[config.mk]
export PLATFORM = sky130hd
export DESIGN_NAME = video_pipe_top
export DESIGN_NICKNAME = d
export VERILOG_FILES = /design/src/verilog/video_pkg.sv /design/src/verilog/delay_line.sv /design/src/verilog/mul_8_8.sv /design/src/verilog/pixel_locator.sv /design/src/verilog/gray_convert.sv /design/src/verilog/video_pipe_top.sv
export VERILOG_INCLUDE_DIRS = /design/src /design/src/verilog
export SDC_FILE = /design/constraint.sdc
export NUM_CORES = 1
export LEC_CHECK = 0
export ABC_AREA = 0
export BUFFER_PORTS_ARGS = -buffer_cell sky130_fd_sc_hd__buf_4
export CORE_UTILIZATION = 43
export CTS_BUF_LIST = sky130_fd_sc_hd__clkbuf_4 sky130_fd_sc_hd__clkbuf_8 sky130_fd_sc_hd__clkbuf_16
export CTS_CLUSTER_DIAMETER = 200
export CTS_CLUSTER_SIZE = 8
export DETAILED_ROUTE_END_ITERATION = 16
export HOLD_SLACK_MARGIN = 0.03
export PLACE_DENSITY = 0.65
export SLEW_MARGIN = 20
export SYNTH_ARGS = -nofsm -noshare
export SYNTH_HDL_FRONTEND = slang
export SYNTH_HIERARCHICAL = 1
export SYNTH_SLANG_ARGS = --single-unit
export TNS_END_PERCENT = 100
[constraint.sdc]
create_clock -name clk -period 5.55 [get_ports clk]
set_input_delay 1.11 -clock clk [delete_from_list [all_inputs] [get_ports clk]]
set_output_delay 1.11 -clock clk [all_outputs]
set_load 0.02 [all_outputs]
[src/verilog/video_config.svh]
`ifndef VIDEO_CONFIG_SVH
`define VIDEO_CONFIG_SVH

// active frame geometry.
`define VIDEO_H_ACT 1280
`define VIDEO_V_ACT 720

// pipeline depth of mul_8_8.
`define VIDEO_MUL_LAT 3

// gray is (r*38 + g*75 + b*15) >> 7 with weights summing to 128.
`define VIDEO_COEF_R 8'd38
`define VIDEO_COEF_G 8'd75
`define VIDEO_COEF_B 8'd15

`endif

[src/verilog/video_pkg.sv]
`include "video_config.svh"

package video_pkg;

    // coordinate widths follow the active area.
    localparam int x_w = $clog2(`VIDEO_H_ACT);
    localparam int y_w = $clog2(`VIDEO_V_ACT);

    // one pixel with its timing and position.
    // field order matches the pixel pack used across the video blocks.
    typedef struct packed {
        logic           hsync;
        logic           vsync;
        logic           de;
        logic [7:0]     r;
        logic [7:0]     g;
        logic [7:0]     b;
        logic [x_w-1:0] x;
        logic [y_w-1:0] y;
    } pixel_t;

    localparam int pix_w = $bits(pixel_t); // flat width for delay lines.

endpackage : video_pkg

[src/verilog/delay_line.sv]
`timescale 1ns/1ps

module delay_line #(
    parameter int DELAY = 1,
    parameter int WIDTH = 8
) (
    input  logic             clk,
    input  logic             arst_n,
    input  logic [WIDTH-1:0] in_data,
    output logic [WIDTH-1:0] out_data
);

    logic [WIDTH-1:0] taps [DELAY];

    always_ff @(posedge clk or negedge arst_n) begin
        if (!arst_n) begin
            for (int i = 0; i < DELAY; i++) begin
                taps[i] <= '0;
            end
        end else begin
            taps[0] <= in_data;
            for (int i = 1; i < DELAY; i++) begin
                taps[i] <= taps[i-1]; // shift one stage.
            end
        end
    end

    assign out_data = taps[DELAY-1];

endmodule : delay_line

[src/verilog/mul_8_8.sv]
`timescale 1ns/1ps

module mul_8_8 (
    input  logic        clk,
    input  logic        arst_n,
    input  logic [7:0]  a,
    input  logic [7:0]  b,
    output logic [15:0] p
);

    logic [7:0]  a_q;
    logic [7:0]  b_q;
    logic [11:0] pp_lo; // a[3:0] * b.
    logic [11:0] pp_hi; // a[7:4] * b.

    always_ff @(posedge clk or negedge arst_n) begin
        if (!arst_n) begin
            a_q   <= '0;
            b_q   <= '0;
            pp_lo <= '0;
            pp_hi <= '0;
            p     <= '0;
        end else begin
            a_q   <= a;
            b_q   <= b;
            pp_lo <= a_q[3:0] * b_q;
            pp_hi <= a_q[7:4] * b_q;
            // recombine the nibble products.
            p     <= {pp_hi, 4'b0000} + {4'b0000, pp_lo};
        end
    end

endmodule : mul_8_8

[src/verilog/pixel_locator.sv]
`timescale 1ns/1ps

module pixel_locator (
    input  logic              clk,
    input  logic              arst_n,
    input  logic              hsync,
    input  logic              vsync,
    input  logic              de,
    input  logic [7:0]        r,
    input  logic [7:0]        g,
    input  logic [7:0]        b,
    output video_pkg::pixel_t pix
);

    logic                      de_q;
    logic                      de_fall;
    logic [video_pkg::x_w-1:0] x_cnt; // position of the next de pixel.
    logic [video_pkg::y_w-1:0] y_cnt;

    assign de_fall = de_q & ~de; // end of an active line.

    always_ff @(posedge clk or negedge arst_n) begin
        if (!arst_n) begin
            de_q  <= 1'b0;
            x_cnt <= '0;
            y_cnt <= '0;
        end else begin
            de_q <= de;

            // x runs along the line and drops back once de goes low.
            if (de) begin
                x_cnt <= x_cnt + 1'b1;
            end else begin
                x_cnt <= '0;
            end

            // vsync wins over a line end.
            if (vsync) begin
                y_cnt <= '0;
            end else if (de_fall) begin
                y_cnt <= y_cnt + 1'b1;
            end
        end
    end

    // colour, syncs and position leave together.
    always_ff @(posedge clk or negedge arst_n) begin
        if (!arst_n) begin
            pix <= '0;
        end else begin
            pix.hsync <= hsync;
            pix.vsync <= vsync;
            pix.de    <= de;
            pix.r     <= r;
            pix.g     <= g;
            pix.b     <= b;
            pix.x     <= x_cnt;
            pix.y     <= y_cnt;
        end
    end

endmodule : pixel_locator

[src/verilog/gray_convert.sv]
`timescale 1ns/1ps

`include "video_config.svh"

module gray_convert (
    input  logic              clk,
    input  logic              arst_n,
    input  logic              en,
    input  video_pkg::pixel_t pix_in,
    output video_pkg::pixel_t pix_out
);

    logic [15:0]       prod_r;
    logic [15:0]       prod_g;
    logic [15:0]       prod_b;
    logic [15:0]       prod_sum;
    logic [7:0]        gray_q;
    video_pkg::pixel_t pix_d;

    // one multiplier lane per channel.
    mul_8_8 u_mul_r (
        .clk   (clk          ),
        .arst_n(arst_n       ),
        .a     (pix_in.r     ),
        .b     (`VIDEO_COEF_R),
        .p     (prod_r       )
    );

    mul_8_8 u_mul_g (
        .clk   (clk          ),
        .arst_n(arst_n       ),
        .a     (pix_in.g     ),
        .b     (`VIDEO_COEF_G),
        .p     (prod_g       )
    );

    mul_8_8 u_mul_b (
        .clk   (clk          ),
        .arst_n(arst_n       ),
        .a     (pix_in.b     ),
        .b     (`VIDEO_COEF_B),
        .p     (prod_b       )
    );

    // peaks at 128 * 255, so 16 bits hold it.
    assign prod_sum = prod_r + prod_g + prod_b;

    always_ff @(posedge clk or negedge arst_n) begin
        if (!arst_n) begin
            gray_q <= '0;
        end else begin
            gray_q <= prod_sum[14:7]; // divide by 128.
        end
    end

    // multiplier depth plus the gray register.
    delay_line #(
        .DELAY(`VIDEO_MUL_LAT + 1),
        .WIDTH(video_pkg::pix_w  )
    ) u_bypass_delay (
        .clk     (clk   ),
        .arst_n  (arst_n),
        .in_data (pix_in),
        .out_data(pix_d )
    );

    // en picks gray or the original colour at the output.
    always_comb begin
        pix_out = pix_d;
        if (en) begin
            pix_out.r = gray_q;
            pix_out.g = gray_q;
            pix_out.b = gray_q;
        end
    end

endmodule : gray_convert

[src/verilog/video_pipe_top.sv]
`timescale 1ns/1ps

module video_pipe_top (
    input  logic              clk,
    input  logic              arst_n,
    input  logic              en,
    input  logic              hsync,
    input  logic              vsync,
    input  logic              de,
    input  logic [7:0]        r,
    input  logic [7:0]        g,
    input  logic [7:0]        b,
    output video_pkg::pixel_t pix_out
);

    video_pkg::pixel_t pix_loc; // positioned pixel into the gray stage.

    pixel_locator u_pixel_locator (
        .clk   (clk    ),
        .arst_n(arst_n ),
        .hsync (hsync  ),
        .vsync (vsync  ),
        .de    (de     ),
        .r     (r      ),
        .g     (g      ),
        .b     (b      ),
        .pix   (pix_loc)
    );

    gray_convert u_gray_convert (
        .clk    (clk    ),
        .arst_n (arst_n ),
        .en     (en     ),
        .pix_in (pix_loc),
        .pix_out(pix_out)
    );

endmodule : video_pipe_top

==> impl_metrics.yaml <==
timing:
  fin_skew_ps: 20.6
  slew_headroom: 0.486
  worst_slew_pin_slew_ps: 771
  hold_viol: 0
  rsz0062_at_grt: "no"
  hold_slack_ps: 327
  setup_viol: 0
  finalCritPeriodShare: 0.605
  fin_crit_ps: 3360
  slew_viol_final: 0
  fmax_mhz: 298
  tns_ps: 0
cts:
  cts_made_buffers: 59
  clk_pin_slew_ps: 50
  cts_buffer_depth: 3
  cts_root_buf: "clkbuf_16"
  cts_resized: 0
  cts_tree: "yes"
  clk_latency_ps: 600
  cts_setup_buffers: 0
  htreeDepth: 2
  clock-sinks: 431
  hold_buffers: 0
worst_hold_path:
  min_path_type: "reg -> reg"
  min_from: "u_gray_convert/u_bypass_delay/taps[184]"
synth:
  avgSynthCellArea_um2: 12.7
  synthCells: 1518
  ys_warn_count: 6
  syn_area_um2: 19300
critical_path:
  critPathCapture: "u_gray_convert/u_mul_r/pp_lo[11]"
  r2r_start: "u_gray_convert/u_mul_r/a_q[3]"
  crit_path_start: "u_gray_convert/u_mul_r/a_q[3]"
  crit_path_max_fanout: 8
  crit_type: "reg -> reg"
  required_ps: 6010
  reg2regPathDepth: 11
  endpoint_kind: "flip-flop"
  timing.reg2reg.setup_slack_ps: 2190
  rr_endpoint: "u_gray_convert/u_mul_r/pp_lo[11]"
  cp.arrival_ps: 3820
  critPathLaunchType: "flip-flop"
die:
  dieHeight_um: 214
  core_area_um2: 44200
  io_pins: 78
  initial_utilization: 0.437
  die_width_um: 214
  dieArea_um2: 45800
  placement_rows: 77
global_routing:
  grt_pass1_vias: 11393
  grt_pass1_wl_um: 57200
  grt_max_degree: 125
  grt_util_all_layers: 0.156
  antenna_found_initial: 2
  overflow: 0
drt:
  vias_per_cell: 4.85
  wl_met1_um: 14600
  drt-wirelength-per-cell_um: 15.2
  wl_met2_um: 16300
  topRoutingLayerUsed: "met4"
  vias: 10769
  dr_wl_met3_um: 1780
  routed_wl_um: 33800
  drc: 0
  first_pass_iters: 4
  ant_nets: 0
  drt_iter0_markers: 453
finish:
  area.growth.synth_to_final_pct: 13.6
  drive_gt1_frac: 0.106
  final_nets: 1880
  diodes: 0
placement:
  post-dp-hpwl_um: 24600
  gp_congestion: 0.856
  io_buffers: 77
status:
  outcome: "completed"
pwr:
  p_per_area_nw_per_um2: 462
  p_leak_nw: 10.9
  vdd_drop_max_uv: 315
flow_run:
  maxCapViolations: 0
## metrics by stage
step	setup WS [ps]	utilization	instances	instance area (um^2)	power [W]
finish	2190	0.496	2221	21900	0.0101
global route	1950	0.496	2221	21900	0.0108
CTS	2220	0.496	2221	21900	0.0103
detailed placement	2220	0.461	2158	20400	0.00712
global placement	2380	0.461	2158	20400	0.00705
floorplan	2530	-	1540	19400	0.00632
## final cells by class
| cell class | instances | area [um^2] |
|---|---|---|
| Sequential cell | 431 | 10800 |
| Multi-Input combinational cell | 890 | 7610 |
| Fill cell | 3796 | 22300 |
| Timing Repair Buffer | 81 | 653 |
| Clock inverter | 2 | 25.0 |
| Clock buffer | 61 | 1510 |
| Tap cell | 592 | 741 |
| Inverter | 164 | 616 |
## placed cells by master (no fill, tap or decap), types with 6 or more instances in the layout
cell       instances
or3_1             10
ha_1             135
nand4_1            7
inv_1            162
nor3b_1            6
a211oi_1           6
o31ai_1           10
o21ai_1           29
a21oi_2            7
or4_1              7
nor2b_1           18
nand3_1            8
o21ai_0           30
clkbuf_16         60
conb_1            24
xor2_1            21
dfrtp_1          431
and2_1           139
nand2_1           84
and3_1             6
fa_1              88
a21o_1            20
buf_4             77
nor2_1            35
a21oi_1           53
o21bai_1           7
xnor2_1           59
nor3_1            13
## critical path: stages (launching register included)
cell	delay (ps)
dfrtp_1	450
and2_1	210
fa_1	540
inv_1	50
fa_1	530
inv_1	40
ha_1	230
a21o_1	160
a21oi_1	250
nor3b_1	110
a2111oi_0	530
nand2_1	120
## worst min path at each step
stage / to / slack (ps) / cells after the start
6_report: u_gray_convert/u_bypass_delay/taps[136] / 330 / 0
5_1_grt: u_gray_convert/u_bypass_delay/taps[117] / 340 / 0
4_1_cts: u_gray_convert/u_bypass_delay/taps[136] / 330 / 0
3_5_place_dp: u_gray_convert/u_bypass_delay/out_data[13] / 330 / 0
3_3_place_gp: u_gray_convert/u_bypass_delay/taps[119] / 330 / 0
2_1_floorplan: u_gray_convert/u_bypass_delay/out_data[0] / 330 / 0
## state kept, by name, indices dropped and copies added (netlist names), 10 cells and up
signal	count
u_gray_convert/u_bypass_delay/taps	144
u_gray_convert/u_mul_r/pp_lo	12
u_gray_convert/u_mul_g/pp_hi	11
u_gray_convert/u_mul_r/pp_hi	11
u_pixel_locator/x_cnt	11
u_gray_convert/u_mul_b/pp_lo	12
u_gray_convert/u_mul_b/p	15
u_gray_convert/u_mul_g/pp_lo	12
u_gray_convert/u_mul_g/p	15
u_gray_convert/u_bypass_delay/out_data	48
u_pixel_locator/y_cnt	10
u_gray_convert/u_mul_b/pp_hi	11
u_gray_convert/u_mul_r/p	15
u_pixel_locator/pix	48
## where the power goes
| part | switching [W] | total (W) | internal [W] | leakage (nW) |
|---|---|---|---|---|
| clock network | 0.00118 | 0.00306 | 0.00188 | 0.755 |
| logic | 0.00175 | 0.00320 | 0.00145 | 4.78 |
| registers | 0.000261 | 0.00387 | 0.00361 | 5.33 |
| total | 0.00319 | 0.0101 | 0.00694 | 10.9 |
## routing by layer
metal | GRT usage | vias to the layer above
li1 | - | 5080
met1 | 0.203 | 5400
met2 | 0.254 | 209
met3 | 0.0338 | 80
met4 | 0.0647 | 0
met5 | 0 | -
Note: power is estimated with default switching activity, not from simulation.
